`src/logic/rv_pkg.sv`:
```
`default_nettype none

package rv_pkg;

  // Cycles spent on every instruction
  localparam int unsigned PHASES = 5;

  typedef enum logic [3:0] {
    it_op,       // Register-register ALU
    it_op_imm,   // Register-immediate ALU
    it_lui,
    it_auipc,
    it_jal,
    it_jalr,
    it_branch,
    it_load,     // lw only
    it_store,    // sw only
    it_illegal   // Retires as a no-op
  } inst_type_e;

  typedef enum logic [3:0] {
    alu_add, alu_sub, alu_and, alu_or, alu_xor,
    alu_slt, alu_sltu, alu_sll, alu_srl, alu_sra
  } alu_func_e;

  typedef enum logic [2:0] {
    br_eq, br_ne, br_lt, br_ge, br_ltu, br_geu
  } br_func_e;

  // Decoder output, 58 bits
  typedef struct packed {
    inst_type_e         itype;
    alu_func_e          alu_func;
    br_func_e           br_func;
    logic signed [31:0] imm;      // Already sign extended
    logic [4:0]         rs1;
    logic [4:0]         rs2;
    logic [4:0]         rd;
  } decoded_t;

  // Execute results, 96 bits
  typedef struct packed {
    logic [31:0] data;     // ALU result, link value or store data
    logic [31:0] addr;     // Byte address for lw/sw
    logic [31:0] next_pc;
  } exec_t;

  // One record per retired instruction, 70 bits
  typedef struct packed {
    logic [31:0] pc;
    logic [4:0]  rd;
    logic [31:0] wdata;
    logic        wen;      // Set even when rd is x0
  } retire_t;

endpackage

`default_nettype wire

```
`src/logic/rv_decode.sv`:
```
`timescale 1ns/1ps
`default_nettype none

module rv_decode (
  input  wire  [31:0]           inst,
  output rv_pkg::decoded_t      dec
);

  logic [6:0]  opcode;
  logic [2:0]  funct3;
  logic [6:0]  funct7;
  logic        alt;        // inst[30] selects sub or sra
  logic        f7_ok;      // funct7 legal for a register op
  logic [31:0] imm_i, imm_s, imm_b, imm_u, imm_j;

  assign opcode = inst[6:0];
  assign funct3 = inst[14:12];
  assign funct7 = inst[31:25];
  assign alt    = inst[30];
  assign f7_ok  = (funct7 == 7'b0000000) ||
                  (funct7 == 7'b0100000 && (funct3 == 3'b000 || funct3 == 3'b101));

  // Immediate formats
  assign imm_i = {{20{inst[31]}}, inst[31:20]};
  assign imm_s = {{20{inst[31]}}, inst[31:25], inst[11:7]};
  assign imm_b = {{19{inst[31]}}, inst[31], inst[7], inst[30:25], inst[11:8], 1'b0};
  assign imm_u = {inst[31:12], 12'b0};
  assign imm_j = {{11{inst[31]}}, inst[31], inst[19:12], inst[20], inst[30:21], 1'b0};

  always_comb begin
    dec.rs1   = inst[19:15];
    dec.rs2   = inst[24:20];
    dec.rd    = inst[11:7];
    dec.imm   = imm_i;                   // I-type unless overridden
    dec.itype = rv_pkg::it_illegal;
    case (opcode)
      7'b0110011: if (f7_ok) dec.itype = rv_pkg::it_op;
      7'b0010011: dec.itype = rv_pkg::it_op_imm;
      7'b0110111: begin
        dec.itype = rv_pkg::it_lui;
        dec.imm   = imm_u;
      end
      7'b0010111: begin
        dec.itype = rv_pkg::it_auipc;
        dec.imm   = imm_u;
      end
      7'b1101111: begin
        dec.itype = rv_pkg::it_jal;
        dec.imm   = imm_j;
      end
      7'b1100111: if (funct3 == 3'b000) dec.itype = rv_pkg::it_jalr;
      7'b1100011: begin
        if (funct3[2:1] != 2'b01) dec.itype = rv_pkg::it_branch;  // 010/011 reserved
        dec.imm = imm_b;
      end
      7'b0000011: if (funct3 == 3'b010) dec.itype = rv_pkg::it_load;  // Word only
      7'b0100011: begin
        if (funct3 == 3'b010) dec.itype = rv_pkg::it_store;
        dec.imm = imm_s;
      end
      default: ;
    endcase

    case (funct3)
      3'b000:  dec.alu_func = (alt && opcode == 7'b0110011) ? rv_pkg::alu_sub : rv_pkg::alu_add;
      3'b001:  dec.alu_func = rv_pkg::alu_sll;
      3'b010:  dec.alu_func = rv_pkg::alu_slt;
      3'b011:  dec.alu_func = rv_pkg::alu_sltu;
      3'b100:  dec.alu_func = rv_pkg::alu_xor;
      3'b101:  dec.alu_func = alt ? rv_pkg::alu_sra : rv_pkg::alu_srl;  // srai too
      3'b110:  dec.alu_func = rv_pkg::alu_or;
      default: dec.alu_func = rv_pkg::alu_and;
    endcase

    case (funct3)
      3'b001:  dec.br_func = rv_pkg::br_ne;
      3'b100:  dec.br_func = rv_pkg::br_lt;
      3'b101:  dec.br_func = rv_pkg::br_ge;
      3'b110:  dec.br_func = rv_pkg::br_ltu;
      3'b111:  dec.br_func = rv_pkg::br_geu;
      default: dec.br_func = rv_pkg::br_eq;
    endcase
  end

endmodule

`default_nettype wire

```
`config.mk`:
```
export PLATFORM = sky130hd
export DESIGN_NAME = rv_decode
export DESIGN_NICKNAME = d
export VERILOG_FILES = /design/src/logic/rv_pkg.sv /design/src/logic/rv_decode.sv
export SDC_FILE = /design/constraint.sdc
export NUM_CORES = 1
export LEC_CHECK = 0
export ABC_AREA = 1
export CORE_ASPECT_RATIO = 0.7
export CORE_MARGIN = 3
export CORE_UTILIZATION = 45
export DETAILED_ROUTE_END_ITERATION = 6
export DONT_BUFFER_PORTS = 1
export MAX_ROUTING_LAYER = met4
export PLACE_DENSITY_LB_ADDON = 0.08
export SYNTH_ARGS = -nofsm -noshare
export SYNTH_HDL_FRONTEND = slang
export SYNTH_SLANG_ARGS = --single-unit
```
`constraint.sdc`:
```
create_clock -name vclk -period 1.25
set_input_delay 0.25 -clock vclk [all_inputs]
set_output_delay 0.25 -clock vclk [all_outputs]
set_load 0.02 [all_outputs]
```
==> flow_summary_export.csv <==
group,metric,value,unit
status,run_status,"finished, violations left",
status,failed_checks,"setup timing",
place,place_ws,-0.213,ns
power_and_ir_drop,powerDensity,310,nW/um^2
global_routing,overflow,0,
critical_path,worstPathArrival,1.15,ns
sta,timing.final.ws_setup,-0.154,ns
finish,fillers,67,
route,via_per_inst,6.11,
hold_path,whs_path_depth,0,
finish,n_antenna_cell,0,
place,hpwlAfterDp,2420,um
finish,drive_gt1_frac,0.634,
yosys,syn_area,867,sq um
critical_path,worstPathMaxFanout,5,
finish,finalCoreUtilization,0.923,
global_routing,grt_usage,0.248,
sta,fmax,0.712,GHz
power_and_ir_drop,leakage,0.734,nW
power_and_ir_drop,vdd_drop_max,267,uV
yosys,muxShareOfSynthArea,0,
sta,drv_slew,0,
critical_path,endpoint_kind,"output pin",
sta,rsz0062_at_grt,"yes",
critical_path,startpoint_type,"input pin",
finish,nFlopsAndLatches,0,
yosys,syn_inst,167,
finish,seq_area,0,sq um
yosys,synthSimpleGateAreaFrac,0.580,
yosys,synth_top_family_by_area,"simple AND/OR/NAND/NOR gates",
yosys,synthTopCellsByArea,"nand2_1 23%, buf_4 14%, nor2_1 10%",
yosys,synth_compound_area_frac,0.134,
run,max_cap_viol_count,0,
critical_path,cp.required,1.00,ns
finish,syn2layout_area_growth,80.5,%
sta,slew_headroom,0.759,
sta,fin_crit_sh,1.12,
global_routing,grt_pass1_wl,4890,um
hold_path,hold_path.class,"in2out",
yosys,synth_common_cells,"52 x nand2_1, 23 x nor2_1, 21 x inv_1",
route,drt_iter0_markers,68,
yosys,synth_xor_area_frac,0,
route,totalWireLength,4170,um
route,wl_per_cell,19.4,um
sta,hold_violations,0,
route,first_pass_iters,4,
yosys,yosysWarnings,0,
die,ios,90,
finish,n_clock_buffer,0,
yosys,yosysUniqueCellTypes,19,
die,dieWidth,58.5,um
sta,layout_min_cycle_time,1.40,ns
sta,setup_viol,31,
place,place.gp.congestion,0.944,
finish,nNetsFinal,228,
critical_path,critPathKind,"in2out",
yosys,yosysMostFrequentCell,"nand2_1",
yosys,synth_top_area_frac,0.225,
die,start_util,0.511,
yosys,syn-num-nets,199,
die,fp.dieH,42.7,um
global_routing,grt_max_degree,11,
yosys,synthAdderAreaFrac,0,
die,core_region_area,1700,sq um
global_routing,grt_pass1_vias,1033,
route,vias,1313,
yosys,yosys.area.top_type,"nand2_1",
yosys,postSynthAreaPerCell,5.19,sq um
global_routing,grt_antenna_before_repair,0,
die,die-area,2500,sq um
die,rows,12,
place,io_buffers,0,
route,drc,0,
sta,tightest_slew,0.361,ns
yosys,seq_area_frac_synth,0,
route,postRouteAntennaNets,0,
==> path summary, 6_finish.rpt <==
path	startpoint	end	slack (ns)
max	inst[13]	dec[57]	-0.15
min	inst[20]	dec[5]	0.50
==> placed cells by master, fill, tap and decap left out, drive strengths merged <==
cell	synthesis	layout
nor3	2	2
buf	18	44
o21ai	17	17
inv	25	23
clkinvlp	0	2
o2111ai	1	1
nor2	27	27
clkinv	0	1
nand2	63	63
nand3	12	12
nand4	2	2
==> metrics by stage <==
stage          power (mW)  hold slack [ns]  area [sq um]  TNS [ns]  std cells
2_1_floorplan       0.349            0.534          1010    -0.600        167
3_5_place_dp        0.385            0.500          1180     -2.90        205
3_3_place_gp        0.378            0.500          1180     -1.83        205
6_report            0.485            0.500          1570     -1.84        215
5_1_grt             0.510            0.500          1570     -2.82        215
4_1_cts             0.425            0.500          1380    -0.625        210
==> report_power, final <==
| group | internal [mW] | switching (mW) | leakage (nW) |
|---|---|---|---|
| sequential | 0 | 0 | 0 |
| clock | 0 | 0 | 0 |
| combinational | 0.186 | 0.299 | 0.734 |
| total | 0.186 | 0.299 | 0.734 |
==> final cells by class <==
cell class / count / area [sq um] / area share
inverter: 25 / 150 / 0.0959
multi-input combinational: 124 / 990 / 0.632
tap: 21 / 26.3 / 0.0168
timing repair buffer: 44 / 390 / 0.249
timing repair inverter: 1 / 8.76 / 0.00560
==> layer usage <==
metal,GRT usage,wire [um]
met1,0.318,1490
met2,0.445,2030
met5,-,0
met4,0.0185,191
met3,0.0122,449
==> logic make-up after synthesis <==
logic type	after synthesis
compound gates	18
simple gates	106
buf+inv	43
==> critical path, stage by stage <==
cell	delay (ns)
inv_1	0.06
buf_4	0.14
nand3_2	0.10
inv_2	0.12
o21ai_0	0.11
nor2_1	0.22
nand3_4	0.14
==> timing repair <==
action                     4_1_cts  5_1_grt
hold buffers                     0        0
resized for setup               42       33
setup endpoints to repair       35       35
pin swaps                       18       13
buffers inserted                 5        4
gates cloned                     0        1
No activity file was read; power rests on OpenSTA's default activity.
