===== config.mk =====
export PLATFORM = sky130hd
export DESIGN_NAME = rv_execute
export DESIGN_NICKNAME = d
export VERILOG_FILES = /design/src/logic/rv_pkg.sv /design/src/logic/rv_execute.sv
export SDC_FILE = /design/constraint.sdc
export NUM_CORES = 1
export LEC_CHECK = 0
export ABC_AREA = 1
export ABC_CLOCK_PERIOD_IN_PS = 8200
export CAP_MARGIN = 20
export CORE_UTILIZATION = 45
export DETAILED_ROUTE_END_ITERATION = 10
export DONT_BUFFER_PORTS = 1
export SYNTH_ARGS = -nofsm -noshare
export SYNTH_HDL_FRONTEND = slang
export SYNTH_SLANG_ARGS = --single-unit

===== constraint.sdc =====
create_clock -name vclk -period 8.2
set_clock_uncertainty 0.2 [all_clocks]
set_input_delay 1.23 -clock vclk [all_inputs]
set_output_delay 1.23 -clock vclk [all_outputs]
set_load 0.05 [all_outputs]

===== src/logic/rv_pkg.sv =====
`default_nettype none

package rv_pkg;

  // Cycles spent on every instruction
  localparam int unsigned PHASES = 5;

  typedef enum logic [3:0] {
    it_op,       // Register-register ALU
    it_op_imm,   // Register-immediate ALU
    it_lui,
    it_auipc,
    it_jal,
    it_jalr,
    it_branch,
    it_load,     // lw only
    it_store,    // sw only
    it_illegal   // Retires as a no-op
  } inst_type_e;

  typedef enum logic [3:0] {
    alu_add, alu_sub, alu_and, alu_or, alu_xor,
    alu_slt, alu_sltu, alu_sll, alu_srl, alu_sra
  } alu_func_e;

  typedef enum logic [2:0] {
    br_eq, br_ne, br_lt, br_ge, br_ltu, br_geu
  } br_func_e;

  // Decoder output, 58 bits
  typedef struct packed {
    inst_type_e         itype;
    alu_func_e          alu_func;
    br_func_e           br_func;
    logic signed [31:0] imm;      // Already sign extended
    logic [4:0]         rs1;
    logic [4:0]         rs2;
    logic [4:0]         rd;
  } decoded_t;

  // Execute results, 96 bits
  typedef struct packed {
    logic [31:0] data;     // ALU result, link value or store data
    logic [31:0] addr;     // Byte address for lw/sw
    logic [31:0] next_pc;
  } exec_t;

  // One record per retired instruction, 70 bits
  typedef struct packed {
    logic [31:0] pc;
    logic [4:0]  rd;
    logic [31:0] wdata;
    logic        wen;      // Set even when rd is x0
  } retire_t;

endpackage

`default_nettype wire


===== src/logic/rv_execute.sv =====
`timescale 1ns/1ps
`default_nettype none

// Purely combinational, everything settles within a phase
module rv_execute (
  input  wire rv_pkg::decoded_t dec,
  input  wire [31:0]            pc,
  input  wire [31:0]            rval1,
  input  wire [31:0]            rval2,
  output rv_pkg::exec_t         ex
);

  logic [31:0] op_b;      // Second ALU operand
  logic [31:0] alu_out;
  logic [31:0] pc_plus4;
  logic [31:0] jalr_tgt;
  logic        taken;

  assign op_b     = (dec.itype == rv_pkg::it_op) ? rval2 : dec.imm;
  assign pc_plus4 = pc + 32'd4;
  assign jalr_tgt = rval1 + dec.imm;

  always_comb begin
    case (dec.alu_func)
      rv_pkg::alu_sub:  alu_out = rval1 - op_b;
      rv_pkg::alu_and:  alu_out = rval1 & op_b;
      rv_pkg::alu_or:   alu_out = rval1 | op_b;
      rv_pkg::alu_xor:  alu_out = rval1 ^ op_b;
      rv_pkg::alu_slt:  alu_out = {31'd0, $signed(rval1) < $signed(op_b)};
      rv_pkg::alu_sltu: alu_out = {31'd0, rval1 < op_b};
      rv_pkg::alu_sll:  alu_out = rval1 << op_b[4:0];   // Shamt is low 5 bits
      rv_pkg::alu_srl:  alu_out = rval1 >> op_b[4:0];
      rv_pkg::alu_sra:  alu_out = $unsigned($signed(rval1) >>> op_b[4:0]);
      default:          alu_out = rval1 + op_b;
    endcase
  end

  // Branch compare, always on the two registers
  always_comb begin
    case (dec.br_func)
      rv_pkg::br_ne:  taken = rval1 != rval2;
      rv_pkg::br_lt:  taken = $signed(rval1) < $signed(rval2);
      rv_pkg::br_ge:  taken = $signed(rval1) >= $signed(rval2);
      rv_pkg::br_ltu: taken = rval1 < rval2;
      rv_pkg::br_geu: taken = rval1 >= rval2;
      default:        taken = rval1 == rval2;
    endcase
  end

  always_comb begin
    ex.addr    = rval1 + dec.imm;   // lw/sw byte address
    ex.data    = alu_out;
    ex.next_pc = pc_plus4;          // Illegal falls through here
    case (dec.itype)
      rv_pkg::it_lui:   ex.data = dec.imm;
      rv_pkg::it_auipc: ex.data = pc + dec.imm;
      rv_pkg::it_jal: begin
        ex.data    = pc_plus4;      // Link
        ex.next_pc = pc + dec.imm;
      end
      rv_pkg::it_jalr: begin
        ex.data    = pc_plus4;
        ex.next_pc = {jalr_tgt[31:1], 1'b0};
      end
      rv_pkg::it_branch: ex.next_pc = taken ? pc + dec.imm : pc_plus4;
      rv_pkg::it_store:  ex.data = rval2;
      default: ;
    endcase
  end

endmodule

`default_nettype wire


==> impl_results.rst <==
.. list-table::
   :header-rows: 1

   * - Metric
     - Value
   * - Area share of the leading cell type in the synthesized netlist
     - 20.96%
   * - Instance count along the most critical hold path
     - 3
   * - Netlist Area Pre-Place
     - 16850 sq um
   * - Max_cap viols
     - 0
   * - Seq. cell area
     - 0 sq um
   * - Share of the yosys chip area belonging to registers
     - 0%
   * - Count of yosys warnings during synthesis
     - 0
   * - Detailed-route via count
     - 23710
   * - Clock share of power
     - 0%
   * - Critical path's top delay family
     - simple AND/OR/NAND/NOR gates
   * - Headroom to the max-slew limit
     - 21.64%
   * - Non-filler instance count after layout
     - 3729
   * - Share of layout cells above drive strength 1
     - 3.373%
   * - Number of placement rows
     - 70
   * - Total area of multi-input combinational cells
     - 14590 sq um
   * - Starting density of the core
     - 45.93%
   * - Kind of critical path
     - input pin to output port
   * - Final setup fails
     - 0
   * - Clk_buf instances
     - 0
   * - Critical-path top delay cell
     - sky130_fd_sc_hd__o21ai_0
   * - Crit Path Max Fanout
     - 55
   * - Post-route DRC
     - 0
   * - Count of nets left with antenna violations after detail routing
     - 0
   * - Via count of the first global-routing pass
     - 21810
   * - Total placed cells including tap cells
     - 3729
   * - Cell count after synthesis
     - 3323
   * - Worst min path class
     - input pin to output port
   * - WL/cell
     - 24.90 microns
   * - Biggest area contributors in the synthesized netlist
     - sky130_fd_sc_hd__nand2_1 21%, sky130_fd_sc_hd__ha_1 14%, sky130_fd_sc_hd__nand3_1 13%
   * - Switching power
     - 0.001316 W
   * - Number of detailed-route iterations in the first pass
     - 8
   * - Fill cell total of the finished layout
     - 4234
   * - Final Cycle Share
     - 87.74%
   * - DP Worst Slack
     - 1.339 ns
   * - Max-slew violation count
     - 0
   * - Proportion of power drawn by flip-flops and latches
     - 0%
   * - Startpoint type of the worst setup path
     - input pin
   * - Leading cell type by number of instances after synthesis
     - sky130_fd_sc_hd__nand2_1
   * - Hold-fix buffers at CTS
     - 0
   * - Wire length of the first global-routing pass
     - 134.6 mm
   * - Post-layout power
     - 0.001766 W
   * - Total detailed-routing wirelength
     - 92.85 mm
   * - Number of cells upsized or downsized after cts
     - 0
   * - Remaining global-route overflow
     - 0
   * - Postcts setup bufs
     - 0
   * - Routed via count divided by cell count
     - 6.358
   * - Largest voltage drop on the vdd net
     - 0.06731 mV
   * - Port Buffers
     - 0
   * - Critical path buffers and inverters
     - 6
   * - Data required time of the critical path
     - 6.77 ns
   * - Count of unique library cells instantiated by Yosys
     - 55
   * - Part of the power in combinational logic
     - 100.0%
   * - Unrepaired setup endpoints after global routing
     - no
   * - Final layout net count
     - 3609
   * - Critical path, cell by cell
     - nor2_2, nand2_2, buf_12, o21ai_0, inv_1, ha_1, inv_1, o22ai_1, a221oi_1, o21ai_0, inv_1, nand2_1, nor2_1, nand3_1, nand2_1, inv_1, buf_4
   * - Sequential cell count of the final layout
     - 0
   * - Initial antenna violation count
     - 3
   * - Die area
     - 38230 sq um
   * - CORE AREA
     - 36700 sq um
   * - Final hold viol count
     - 0
   * - Area Growth Syn to Fin
     - 3.912%
   * - Tmin final
     - 7.195 ns
   * - Synthesized netlist net count
     - 3669
   * - Internal power consumption
     - 0.0004503 W
   * - Top-level port count
     - 250
   * - DRC marker count from the first detailed-route iteration
     - 2845
   * - Timing-limited maximum frequency
     - 139.0 MHz
   * - Vertical extent of the die
     - 195.5 microns
   * - Number of cells on the critical path
     - 17
   * - Status
     - finished clean
   * - Crit path top cell by count
     - sky130_fd_sc_hd__inv_1
   * - Arrival @ worst endpoint
     - 5.76 ns
   * - Post-synth top area cell
     - sky130_fd_sc_hd__nand2_1
   * - Slowest Stage Delay on Critical Path
     - 0.73 ns
   * - Die width
     - 195.5 microns
   * - Antenna cell count
     - 0
   * - Worst Max-Slew Pin Slew
     - 1.171 ns
   * - Static power due to leakage
     - 9.192 nW
   * - Setup crit end kind
     - output port
   * - Total routing resource utilization after global routing
     - 46.49%
   * - Post-DP HPWL
     - 76.08 mm
   * - Avg Inst Size Synth
     - 5.072 sq um
   * - Power per cell area
     - 100.8 nW/um^2
   * - RD Place Congestion
     - 1.089
   * - Synth top cells by count
     - 941 x sky130_fd_sc_hd__nand2_1, 472 x sky130_fd_sc_hd__inv_1, 422 x sky130_fd_sc_hd__nand3_1, 277 x sky130_fd_sc_hd__nor2_1, 217 x sky130_fd_sc_hd__a21oi_1
   * - Pin count of the biggest net entering global routing
     - 74
   * - Post-route setup TNS
     - 0 ns
   * - Sw Share
     - 74.50%
   * - Worst-case setup margin in the final layout
     - 1.005 ns
## power by group through the flow
stage	combinational, W	sequential [W]	clock [W]
CTS	0.00170	0	0
floorplan	0.00122	0	0
finish	0.00177	0	0
global placement	0.00168	0	0
global route	0.00187	0	0
detailed placement	0.00169	0	0
## placed cells by master, fill, tap and decap left out, types with 4 or more instances in the layout
| cell type | instances |
|---|---|
| sky130_fd_sc_hd__o211ai_1 | 33 |
| sky130_fd_sc_hd__a211oi_1 | 6 |
| sky130_fd_sc_hd__fa_1 | 4 |
| sky130_fd_sc_hd__nor3_1 | 41 |
| sky130_fd_sc_hd__o221ai_1 | 13 |
| sky130_fd_sc_hd__o21a_1 | 9 |
| sky130_fd_sc_hd__nor2_1 | 275 |
| sky130_fd_sc_hd__nor2_2 | 5 |
| sky130_fd_sc_hd__a221oi_1 | 29 |
| sky130_fd_sc_hd__xnor2_1 | 18 |
| sky130_fd_sc_hd__nand4_1 | 62 |
| sky130_fd_sc_hd__nor3_2 | 4 |
| sky130_fd_sc_hd__o21ai_4 | 6 |
| sky130_fd_sc_hd__inv_1 | 472 |
| sky130_fd_sc_hd__or2_2 | 19 |
| sky130_fd_sc_hd__o21ai_1 | 26 |
| sky130_fd_sc_hd__buf_4 | 64 |
| sky130_fd_sc_hd__xor2_1 | 51 |
| sky130_fd_sc_hd__nand2_1 | 940 |
| sky130_fd_sc_hd__a31oi_1 | 15 |
| sky130_fd_sc_hd__nand3b_1 | 13 |
| sky130_fd_sc_hd__nor4_1 | 12 |
| sky130_fd_sc_hd__ha_1 | 188 |
| sky130_fd_sc_hd__o22ai_1 | 23 |
| sky130_fd_sc_hd__a21oi_1 | 217 |
| sky130_fd_sc_hd__a21o_1 | 16 |
| sky130_fd_sc_hd__and2_1 | 4 |
| sky130_fd_sc_hd__o21bai_1 | 14 |
| sky130_fd_sc_hd__a21boi_0 | 8 |
| sky130_fd_sc_hd__o2111ai_1 | 9 |
| sky130_fd_sc_hd__o21ai_0 | 207 |
| sky130_fd_sc_hd__nand3_1 | 422 |
## per-layer routing
layer / vias up / part of all wire, % / wire length [microns] / track usage (%)
met2: 1715 / 42 / 38560 / 71.81
li1: 10940 / - / - / -
met1: 10700 / 38 / 34880 / 57.11
met3: 347 / 13 / 11660 / 11.19
met5: - / 0.045 / 42 / 0
met4: 6 / 8.3 / 7702 / 31.20
## worst paths after layout
kind                     from     end  slack, ns
worst min-delay path    pc[2]   ex[2]       2.55
worst max-delay path  dec[56]  ex[95]       1.01
## per-stage QoR
stage / hold WS, ns / utilization [%] / area [sq um]
global placement: 2.551 / 47.70 / 17500
floorplan: 2.531 / - / 16850
CTS: 2.554 / 47.73 / 17510
finish: 2.551 / 47.73 / 17510
detailed placement: 2.553 / 47.73 / 17510
global route: 2.561 / 47.73 / 17510
## logic make-up after synthesis
| group | after synthesis | share of synthesized area [%] |
|---|---|---|
| AO/OA/AOI/OAI | 645 | 22.31 |
| XOR/XNOR | 69 | 3.585 |
| adder cells (fa/ha/maj) | 192 | 14.43 |
| buffers and inverters | 607 | 13.87 |
| multiplexers | 2 | 0.1188 |
| AND/OR/NAND/NOR | 1808 | 45.69 |
## layout make-up
| cell class | count | area share [%] |
|---|---|---|
| inverters | 477 | 10.22 |
| multi-input cells | 2716 | 83.33 |
| well taps | 468 | 3.343 |
| repair buffers | 68 | 3.108 |
## tightest hold or removal path, delay by kind of cell
| kind | cells | cell delay, ns |
|---|---|---|
| and+or+nand+nor | 2 | 0.08 |
| buffers and inverters | 1 | 0.20 |
(Power assumes the default switching activity.)
