==> src/logic/rv_pkg.sv <==
`default_nettype none

package rv_pkg;

  // Cycles spent on every instruction
  localparam int unsigned PHASES = 5;

  typedef enum logic [3:0] {
    it_op,       // Register-register ALU
    it_op_imm,   // Register-immediate ALU
    it_lui,
    it_auipc,
    it_jal,
    it_jalr,
    it_branch,
    it_load,     // lw only
    it_store,    // sw only
    it_illegal   // Retires as a no-op
  } inst_type_e;

  typedef enum logic [3:0] {
    alu_add, alu_sub, alu_and, alu_or, alu_xor,
    alu_slt, alu_sltu, alu_sll, alu_srl, alu_sra
  } alu_func_e;

  typedef enum logic [2:0] {
    br_eq, br_ne, br_lt, br_ge, br_ltu, br_geu
  } br_func_e;

  // Decoder output, 58 bits
  typedef struct packed {
    inst_type_e         itype;
    alu_func_e          alu_func;
    br_func_e           br_func;
    logic signed [31:0] imm;      // Already sign extended
    logic [4:0]         rs1;
    logic [4:0]         rs2;
    logic [4:0]         rd;
  } decoded_t;

  // Execute results, 96 bits
  typedef struct packed {
    logic [31:0] data;     // ALU result, link value or store data
    logic [31:0] addr;     // Byte address for lw/sw
    logic [31:0] next_pc;
  } exec_t;

  // One record per retired instruction, 70 bits
  typedef struct packed {
    logic [31:0] pc;
    logic [4:0]  rd;
    logic [31:0] wdata;
    logic        wen;      // Set even when rd is x0
  } retire_t;

endpackage

`default_nettype wire

==> src/logic/rv_retire.sv <==
`timescale 1ns/1ps
`default_nettype none

module rv_retire #(
  parameter int IMEM_AW = 10,
  parameter int DMEM_AW = 7
) (
  input  wire                 clk_100mhz,
  input  wire                 sys_rst,
  input  wire                 run,
  input  wire  [31:0]         inst,
  input  wire rv_pkg::decoded_t dec,
  input  wire rv_pkg::exec_t  ex,
  input  wire  [31:0]         rval2,
  input  wire  [31:0]         mem_rdata,
  output logic [IMEM_AW-1:0]  fetch_addr,
  output logic [DMEM_AW-1:0]  dmem_addr,
  output logic                dmem_we,
  output logic [31:0]         dmem_wdata,
  output logic                rf_we,
  output logic [4:0]          rf_wa,
  output logic [31:0]         rf_wd,
  output logic                retire,
  output rv_pkg::retire_t     retire_info,
  output logic                halted,
  output logic [15:0]         led
);

  localparam int PW = $clog2(rv_pkg::PHASES);

  logic [PW-1:0] phase;
  logic [31:0]   pc;
  logic          wen;        // Instruction class writes rd
  logic [31:0]   wb_data;

  assign fetch_addr = pc[IMEM_AW+1:2];       // Word index
  assign dmem_addr  = ex.addr[DMEM_AW+1:2];
  assign dmem_wdata = rval2;
  assign dmem_we    = run && phase == PW'(2) && dec.itype == rv_pkg::it_store;

  assign wen = !(dec.itype inside {rv_pkg::it_branch, rv_pkg::it_store, rv_pkg::it_illegal});
  assign wb_data = (dec.itype == rv_pkg::it_load) ? mem_rdata : ex.data;  // Load data valid by now

  assign retire = run && phase == PW'(rv_pkg::PHASES - 1);
  assign rf_we  = retire && wen && dec.rd != 5'd0;
  assign rf_wa  = dec.rd;
  assign rf_wd  = wb_data;

  always_comb begin
    retire_info.pc    = pc;
    retire_info.rd    = dec.rd;
    retire_info.wdata = wb_data;
    retire_info.wen   = wen;
  end

  always_ff @(posedge clk_100mhz) begin
    if (sys_rst) begin
      phase  <= '0;
      pc     <= '0;
      halted <= 1'b0;
      led    <= '0;
    end else if (!run) begin   // Idle so the next run starts from pc 0
      phase  <= '0;
      pc     <= '0;
      halted <= 1'b0;
    end else if (!halted) begin
      if (phase == PW'(1) && inst == 32'd0) begin
        halted <= 1'b1;        // Zero word stops the core
        phase  <= '0;
      end else if (retire) begin
        phase <= '0;
        pc    <= ex.next_pc;
        if (rf_we) led <= wb_data[15:0];
      end else begin
        phase <= phase + PW'(1);
      end
    end
  end

  // Halting parks the phase counter at 0
  a_no_retire_halted: assert property (@(posedge clk_100mhz) disable iff (sys_rst)
    !(retire && halted));
  // One store strobe per instruction in phase 2
  a_store_phase: assert property (@(posedge clk_100mhz) disable iff (sys_rst)
    dmem_we |-> (phase == PW'(2)) ##1 !dmem_we);

endmodule

`default_nettype wire

==> config.mk <==
export PLATFORM = sky130hd
export DESIGN_NAME = rv_retire
export DESIGN_NICKNAME = d
export VERILOG_FILES = /design/src/logic/rv_pkg.sv /design/src/logic/rv_retire.sv
export SDC_FILE = /design/constraint.sdc
export NUM_CORES = 1
export LEC_CHECK = 0
export BUFFER_PORTS_ARGS = -buffer_cell sky130_fd_sc_hd__buf_4
export CORE_AREA = 2 2 165 167
export DETAILED_ROUTE_END_ITERATION = 12
export DIE_AREA = 0 0 167 169
export PLACE_DENSITY = 0.43
export SETUP_SLACK_MARGIN = 0.2
export SYNTH_ARGS = -nofsm -noshare
export SYNTH_HDL_FRONTEND = slang
export SYNTH_SLANG_ARGS = --single-unit
==> constraint.sdc <==
create_clock -name clk_100mhz -period 1.7 [get_ports clk_100mhz]
set_clock_uncertainty 0.1 [all_clocks]
set_input_delay 0.17 -clock clk_100mhz [delete_from_list [all_inputs] [get_ports clk_100mhz]]
set_output_delay 0.17 -clock clk_100mhz [all_outputs]
set_load 0.02 [all_outputs]
==> results of run 1 <==
==> final cells by class <==
| type | instances | share of cell area |
|---|---|---|
| clock buffer | 6 | 0.02235 |
| clock inverter | 2 | 0.002416 |
| inverter | 3 | 0.002215 |
| multi-input combinational | 221 | 0.2894 |
| sequential | 52 | 0.1683 |
| tap | 341 | 0.06867 |
| timing repair buffer | 326 | 0.4466 |
==> state kept, by name, indices dropped and copies added, names as in the netlist <==
signal,flops
pc,32
led,16
phase,3
halted,1
==> cells by family after synthesis <==
family,share of synthesized area
adder cells (fa/ha/maj),0.01515
multiplexers,0.1091
AO/OA/AOI/OAI,0.1128
buffers and inverters,0.2488
flip-flops,0.3150
AND/OR/NAND/NOR,0.1992
==> routing by layer <==
| layer | vias to the layer above | global-route usage | part of all wire |
|---|---|---|---|
| met5 | - | 0.01913 | 0.0051 |
| met3 | 25 | 0.04863 | 0.11 |
| li1 | 1671 | - | - |
| met4 | 2 | 0.02924 | 0.015 |
| met2 | 175 | 0.1610 | 0.47 |
| met1 | 1618 | 0.1143 | 0.40 |
==> how the worst max path moves through the flow <==
stage                         from  endpoint  slack (ps)
after floorplan             dec[0]   led[10]         150
after global placement    phase[1]  phase[2]         -10
after detailed placement    dec[0]   led[15]           2
after CTS                 phase[1]     rf_we         100
after global routing      phase[1]   led[15]          40
final                       dec[4]     rf_we         130
==> worst register-to-register path, delay by kind of cell, from the launching register on <==
kind                     cells  cell delay, ps
AO/OA/AOI/OAI                1              60
adder cells (fa/ha/maj)      1             120
buffers and inverters        4             470
flip-flops                   1             330
AND/OR/NAND/NOR              3             410
==> cell usage after synthesis, drive strengths merged, types with 3 or more instances <==
master / n / area, um2
nand2: 67 / 251.5
nand3: 4 / 20.02
mux2: 32 / 360.4
inv: 3 / 11.26
ha: 4 / 50.05
clkbuf: 9 / 33.78
nor2: 3 / 11.26
dfxtp: 52 / 1041
a21oi: 49 / 297.8
buf: 105 / 777.0
nor3: 34 / 215.2
nor4: 10 / 62.56
==> what timing repair did <==
item	4_1_cts	5_1_grt
resized for setup	28	64
hold buffers	18	1
hold endpoints to repair	18	1
setup buffers	3	6
endpoints found under the setup margin	74	94
gates cloned	1	6
pin swaps	6	33
==> metrics by stage <==
| stage | area, um2 | utilization | total power, W |
|---|---|---|---|
| after floorplan | 3363 | - | 0.001803 |
| after global placement | 5235 | 0.1975 | 0.002101 |
| after detailed placement | 5235 | 0.1975 | 0.002104 |
| after CTS | 5747 | 0.2169 | 0.003330 |
| after global routing | 6213 | 0.2345 | 0.003488 |
| final | 6213 | 0.2345 | 0.003298 |
==> power by group <==
part	switching, W	internal (W)	leakage, nW
combinational	0.000445	0.000513	2.25
sequential	0.00000575	0.00122	0.421
clock	0.000521	0.000589	0.0691
total	0.000972	0.00233	2.74
==> metrics.md, run 1 <==
| Metric | Value |
|---|---|
| Worst-path cell chain | buf_6 > or4_4 > o211ai_4 > nor2_1 > buf_4 |
| Final net count | 866 |
| Die span in x | between 150 and 200 um |
| Post-Route WL | 15.51 mm |
| Clk root buf | clkbuf_16 |
| Peak VDD IR | 0.0003575 V |
| Port bufs | approximately 280 |
| Vias in the first global route | around 3300 |
| Mapped Cells | between 300 and 400 |
| Flops & latches, synth | 52 |
| Outcome | complete, no violations |
| Syn-to-layout area delta | 88.03% |
| CP max stage cell | or4_4 |
| Clk_lat worst skew | around 310 ps |
| Max clock buf depth | 2 |
| R2r startpoint | phase[1] |
| Largest net degree at the start of global routing | 34 |
| Setup TNS Final | 0 ps |
| Max stage delay on crit path | approximately 550 ps |
| PnR worst setup slack | ~130 ps |
| Final setup violation count | 0 |
| Cell count along the critical path | 5 |
| Post-Syn Area | 0.003304 mm2 |
| Final period util | 0.9263 |
| P per Cell Area | between 500 and 600 mW/mm2 |
| Most frequent cells in the layout | 276 x buf_4, 60 x nand2_1, 48 x dfxtp_1 |
| First-pass DRT Iterations | 3 |
| Die H | about 170 um |
| Filler cells | ~2900 |
| Max Cap Violations | 0 |
| Total number of yosys warnings | 0 |
| Min Hold Slack | roughly 18 ps |
| Vias/cell | 3.671 |
| Syn Nets | roughly 650 |
| TritonCTS buffer count | 5 |
| Routed vias | around 3500 |
| Leakage Power | around 2.7 nW |
| Final ANT Viol Nets | 0 |
| Max-slew violation count | 0 |
| Worst setup EP type | output port |
| DRC viols | 0 |
| Worst EP arrival | ~1300 ps |
| Crit path kind | in -> out |
| Final Non-Filler Cells | 951 |
| Worst setup SP type | input port |
| Register area share after synthesis | 0.3150 |
| Worst slew pin tran | 453.0 ps |
| Hold WC Path Type | in -> reg |
| Global route overflow | 0 |
| Worst reg2reg path endpoint | led[15] |
| Cell family with most CP delay | simple AND/OR/NAND/NOR gates |
| HP Start | ex[27] |
| GPL Wtd Cong | between 0.6 and 0.7 |
| Initial antenna violation count | 0 |
| Worst hold endpoint | pc[27] |
| Crit-path max FO | 3 |
| Worst reg2reg setup slack | 130 ps |
| Post-synth EDFFs | 0 |
| Min-Delay Path Depth | 3 |
| Initial Util | 0.1247 |
| CTS Sinks | 52 |
| Minimum clock period | 1575 ps |
| DP Wirelength | 11.68 mm |
| Sequential cell area | about 0.0010 mm2 |
| Syn avg cell area | between 8 and 9 um2 |
| H-tree Lvls | 2 |
| Global-route wire length before repair | between 20 and 25 mm |
| Layout cells sized above 1 | 0.6984 |
| Setup Slack @ Placement | between 1.5 and 2 ps |
| Clock Pin Slew Worst Setup and Hold Paths | 70 ps |
| Area of the multi-input gates | roughly 0.0018 mm2 |
| Most common cell after layout, fill and taps aside | buf_4 |
| Core area | 0.02650 mm2 |
| Worst Reg-to-Reg Cells | 9 |
| Asr flop ratio synth | 0 |
| Final hold viol count | 0 |
| GR Util All Layers | 0.09932 |
| IO Pins | 429 |
| Yosys cell types | 35 |
| Placed cell count | approximately 900 |
| Fmax | 0.6350 GHz |
| Row count | 60 |
| CP Buf/Inv Count | 2 |
| Main synth FF type | dfxtp_1 |
| Slew margin rel. | 0.6980 |
| Die area | 0.02822 mm2 |
| Routed WL per cell | 16.31 um |
| Req. time, crit path | 1430 ps |
| CTS tree | yes |
| Initial DRC Count | 90 |
| # diodes | 0 |
| Unrepaired setup endpoints after global routing | yes |
Power figures use the tool's default switching activity.
==> run 2: changes to the inputs <==
- PLACE_DENSITY: 0.43 -> 0.47
==> metrics.md, run 2 (synthesis results as in run 1) <==
| Metric | Value |
|---|---|
| Slew margin rel. | 0.6387 (-0.05929) |
| Req. time, crit path | 1430 ps (about the same) |
| Crit-path max FO | 3 (unchanged) |
| Initial DRC Count | 89 (-1.1%) |
| DRC viols | 0 (unchanged) |
| Area after DPL | 0.005245 mm2 (+0.19%) |
| Layout cells sized above 1 | 0.7418 (+0.04347) |
| Max Cap Violations | 0 (unchanged) |
| Outcome | complete, no violations |
| Most common cell after layout, fill and taps aside | buf_4 |
| Unrepaired setup endpoints after global routing | yes |
| CP max stage cell | dfxtp_2 |
| Worst-path cell chain | inv_2 > ha_4 > nand3_4 > inv_6 > buf_6 > buf_6 |
| Vias in the first global route | 3268 (-1.6%) |
| Final setup violation count | 0 (unchanged) |
| Die H | 169 um (unchanged) |
| Number of flip-flops in the largest register | 32 (unchanged) |
| Final period util | 0.9430 (+0.01668) |
| Routed WL per cell | 16.25 um (-0.38%) |
| Peak VDD IR | 0.0003340 V (-6.6%) |
| Initial Util | 0.1247 (unchanged) |
| Final ANT Viol Nets | 0 (unchanged) |
| Fmax | 0.6238 GHz (-1.8%) |
| P per Cell Area | 501.2 mW/mm2 (-5.6%) |
| Crit path kind | reg -> out |
| Final net count | 869 (+0.35%) |
| CP Buf/Inv Count | 4 (+2) |
| CP dominant cell by count | buf_6 |
| Minimum clock period | 1603 ps (+28.36 ps) |
| First-pass DRT Iterations | 4 (+1) |
| Final instance area | 0.006412 mm2 (+3.2%) |
| Worst EP arrival | 1330 ps (+30 ps) |
| Reg with most FFs | pc |
| Core area | 0.02650 mm2 (unchanged) |
| Hold WC Path Type | in -> reg |
| Worst setup SP type | register |
| H-tree Lvls | 2 (unchanged) |
| Clk root buf | clkbuf_16 |
| CTS tree | yes |
| Post-Route WL | 15.48 mm (-0.17%) |
| TritonCTS buffer count | 5 (unchanged) |
| DP Wirelength | 11.12 mm (-4.8%) |
| GR Util All Layers | 0.09528 (-0.004046) |
| Clk_lat worst skew | 300 ps (about the same) |
| Die span in x | 167 um (unchanged) |
| Clock Pin Slew Worst Setup and Hold Paths | 80 ps (about the same) |
| Setup TNS Final | 0 ps (unchanged) |
| Global-route wire length before repair | 20.29 mm (-3.0%) |
| Max stage delay on crit path | 340 ps (-210 ps) |
| Vias/cell | 3.690 (+0.53%) |
| Max clock buf depth | 2 (unchanged) |
| Syn-to-layout area delta | 94.06% |
| Worst setup EP type | output port |
| IO Pins | 429 (unchanged) |
| GPL Wtd Cong | 0.6570 (-5.5%) |
| Final hold viol count | 0 (unchanged) |
| Port bufs | 276 (unchanged) |
| Max-slew violation count | 0 (unchanged) |
| Routed vias | 3517 (+0.74%) |
| Worst slew pin tran | 541.9 ps (+88.93 ps) |
| Cell family with most CP delay | buffers and inverters |
| # diodes | 0 (unchanged) |
| Global route overflow | 0 (unchanged) |
| Most frequent cells in the layout | 267 x buf_4, 49 x dfxtp_1, 45 x nand2_1 |
| Die area | 0.02822 mm2 (unchanged) |
| Largest net degree at the start of global routing | 34 (unchanged) |
| Top flop regs | pc (32), led (16), phase (3) |
| CTS Sinks | 52 (unchanged) |
| Row count | 60 (unchanged) |
| Total power | 0.003214 W (-2.5%) |
| Leakage Power | 2.861 nW (+4.6%) |
| Initial antenna violation count | 0 (unchanged) |
run 2: changes by cell type in the layout (fill, tap and decap cells not counted), sizes merged:
cell and change:
buf +12, clkbuf -3, clkinv +1, clkinvlp -1
dlygate4sd3 -8, nand2b +1
run 2: tightest hold or removal path, cell delays in order:
cell and delay, ps:
buf_4 110, nand2_1 40, a21oi_1 50
run 2: through the flow:
step                hold WS [ps]  utilization  setup WS (ps)  cells
CTS                       0.5371       0.2189          101.8    946
floorplan                  206.0            -          154.7    390
global placement           240.1       0.1979          8.828    916
finish                     13.17       0.2420          96.94    953
global route               6.967       0.2420          26.82    953
detailed placement         240.1       0.1979         -8.137    916
run 2: layout make-up:
type                    count  area (um2)
clock buffers               5       125.1
flip-flops and latches     52        1045
repair buffers            328        2904
fillers                  2880       20090
well taps                 341       426.7
inverters                   3       16.27
clock inverters             2       12.51
multi-input cells         222        1883
run 2: timing repair:
action                                 in CTS  in global routing
setup endpoints to repair                  75                 76
endpoints found under the hold margin      11                  0
buffers inserted                            7                  2
gates resized for setup                    25                118
hold buffers                               11                  0
gates cloned                                5                  5
pin swaps                                  10                 60
run 2: path summary, 6_finish.rpt:
kind	startpoint	depth (start not counted)	slack, ps	endpoint
max	phase[0]	6	100	retire
min	ex[8]	3	10	pc[8]
max reg2reg	phase[0]	9	120	pc[20]
min reg2reg	pc[24]	2	360	pc[24]
run 2: layer usage:
layer | wire, um | part of all wire | up-vias | GRT usage
met3 | 1747 | 0.11 | 25 | 0.04583
met4 | 306 | 0.020 | 2 | 0.02999
met5 | 76 | 0.0049 | - | 0.01913
met1 | 5501 | 0.36 | 1631 | 0.09741
met2 | 7852 | 0.51 | 188 | 0.1694
li1 | - | - | 1671 | -
run 2: power breakdown:
group          switching, W  leakage (nW)  internal, W  total, W
Sequential       0.00000566         0.420      0.00122   0.00123
Clock              0.000505        0.0657     0.000538   0.00104
Combinational      0.000434          2.38     0.000508  0.000942
==> run 3: changes to the inputs <==
- RECOVER_POWER: not set -> 25
==> metrics.md, run 3 (synthesis results as in run 1) <==
| Metric | Value |
|---|---|
| Die H | 169 um (unchanged) |
| Reg with most FFs | pc |
| Top flop regs | pc (32), led (16), phase (3) |
| Worst reg2reg setup slack | 120 ps (about the same) |
| Routed vias | 3527 (+0.28%) |
| Clk root buf | clkbuf_16 |
| Final setup violation count | 0 (unchanged) |
| Final net count | 869 (unchanged) |
| Global-route wire length before repair | 20.29 mm (unchanged) |
| Crit-path max FO | 3 (unchanged) |
| Max-slew violation count | 0 (unchanged) |
| Final ANT Viol Nets | 0 (unchanged) |
| M1 WL | 5.521 mm (+0.36%) |
| Clk_lat worst skew | 300 ps (about the same) |
| Total power | 0.003202 W (-0.36%) |
| Worst setup EP type | output port |
| Core area | 0.02650 mm2 (unchanged) |
| Syn-to-layout area delta | 92.01% |
| Filler cells | 2891 (+0.38%) |
| Slew margin rel. | 0.6411 (+0.002390) |
| TritonCTS buffer count | 5 (unchanged) |
| Number of flip-flops in the largest register | 32 (unchanged) |
| # diodes | 0 (unchanged) |
| Row count | 60 (unchanged) |
| Area after DPL | 0.005245 mm2 (unchanged) |
| Final hold viol count | 0 (unchanged) |
| Max Cap Violations | 0 (unchanged) |
| Die area | 0.02822 mm2 (unchanged) |
| Outcome | complete, no violations |
| Final instance area | 0.006345 mm2 (-1.1%) |
| Unrepaired setup endpoints after global routing | yes |
| Crit path kind | reg -> out |
| Global route overflow | 0 (unchanged) |
| Layout cells sized above 1 | 0.7124 (-0.02941) |
| Leakage Power | 2.791 nW (-2.5%) |
| Fmax | 0.6237 GHz (about the same) |
| Initial Util | 0.1247 (unchanged) |
| CTS Sinks | 52 (unchanged) |
| Post-Route WL | 15.50 mm (about the same) |
| Max clock buf depth | 2 (unchanged) |
| Worst EP arrival | 1330 ps (about the same) |
| Peak VDD IR | 0.0003344 V (+0.12%) |
| IO Pins | 429 (unchanged) |
| Placed cell count | 916 (unchanged) |
| Final Non-Filler Cells | 953 (unchanged) |
| Routed WL per cell | 16.26 um (about the same) |
| Die span in x | 167 um (unchanged) |
| Highest routed layer | met5 |
| Most common cell after layout, fill and taps aside | buf_4 |
| Vias in the first global route | 3268 (unchanged) |
| Setup TNS Final | 0 ps (unchanged) |
| GR Util All Layers | 0.09528 (unchanged) |
| Vias/cell | 3.701 (+0.28%) |
| P per Cell Area | 504.7 mW/mm2 (+0.70%) |
| Hold WC Path Type | in -> reg |
| Minimum clock period | 1603 ps (+0.2027 ps) |
| GPL Wtd Cong | 0.6570 (unchanged) |
| Worst setup SP type | register |
| Largest net degree at the start of global routing | 34 (unchanged) |
| Met3 WL | 1.741 mm (-0.34%) |
| Metal2 WL | 7.849 mm (about the same) |
| Worst slew pin tran | 538.3 ps (-3.584 ps) |
| H-tree Lvls | 2 (unchanged) |
| First-pass DRT Iterations | 4 (unchanged) |
| Port bufs | 276 (unchanged) |
| Clock Pin Slew Worst Setup and Hold Paths | 80 ps (about the same) |
| Initial antenna violation count | 0 (unchanged) |
| Most frequent cells in the layout | 249 x buf_4, 49 x dfxtp_1, 45 x nand2_1 |
| DP Wirelength | 11.12 mm (unchanged) |
| CTS tree | yes |
| Final period util | 0.9431 (about the same) |
| Initial DRC Count | 64 (-28%) |
| DRC viols | 0 (unchanged) |
| Req. time, crit path | 1430 ps (about the same) |
-- run 3: cell count changes in the layout (fill, tap and decap cells not counted), sizes merged --
| cell | before | now |
|---|---|---|
| buf | 313 | 295 |
| clkbuf | 9 | 27 |
-- run 3: routing by layer --
layer | vias to the layer above | global-route usage
met4 | 2 | 0.02999
met2 | 188 | 0.1694
li1 | 1671 | -
met1 | 1641 | 0.09741
met5 | - | 0.01913
met3 | 25 | 0.04583
-- run 3: path summary, 6_finish.rpt --
kind | from | end | cells after the start
worst min register to register | pc[24] | pc[24] | 2
worst max register to register | phase[0] | pc[20] | 9
worst min-delay path | ex[8] | pc[8] | 3
worst max-delay path | phase[0] | retire | 6
-- run 3: report_power, final --
part           internal [W]  total (W)  switching [W]
combinational      0.000498   0.000931       0.000433
clock              0.000538    0.00104       0.000505
sequential          0.00122    0.00123     0.00000566
-- run 3: repair_timing --
item	CTS	global route
gates cloned	5	5
setup buffers	7	2
endpoints found under the setup margin	75	76
hold endpoints to repair	11	0
pin swaps	10	60
resized for setup	25	118
hold buffers	11	0
-- run 3: layout make-up --
cell class | count | area (um2) | share of cell area
clock buffer | 5 | 125.1 | 0.01972
clock inverter | 2 | 12.51 | 0.001972
inverter | 3 | 16.27 | 0.002564
multi-input combinational | 222 | 1883 | 0.2968
sequential | 52 | 1045 | 0.1647
tap | 341 | 426.7 | 0.06725
timing repair buffer | 328 | 2836 | 0.4471
-- run 3: per-stage QoR --
| stage | worst slack (ps) | hold slack (ps) | utilization |
|---|---|---|---|
| after floorplan | 154.7 | 206.0 | - |
| after global placement | 8.828 | 240.1 | 0.1979 |
| after detailed placement | -8.137 | 240.1 | 0.1979 |
| after CTS | 101.8 | 0.5371 | 0.2189 |
| after global routing | 26.82 | 6.967 | 0.2394 |
| final | 96.74 | 12.49 | 0.2394 |
-- run 3: critical path: stages (launching register included) --
cell and delay, ps:
dfxtp_2 340, inv_2 80, ha_4 150, nand3_4 110, inv_6 110, buf_6 120
buf_6 110
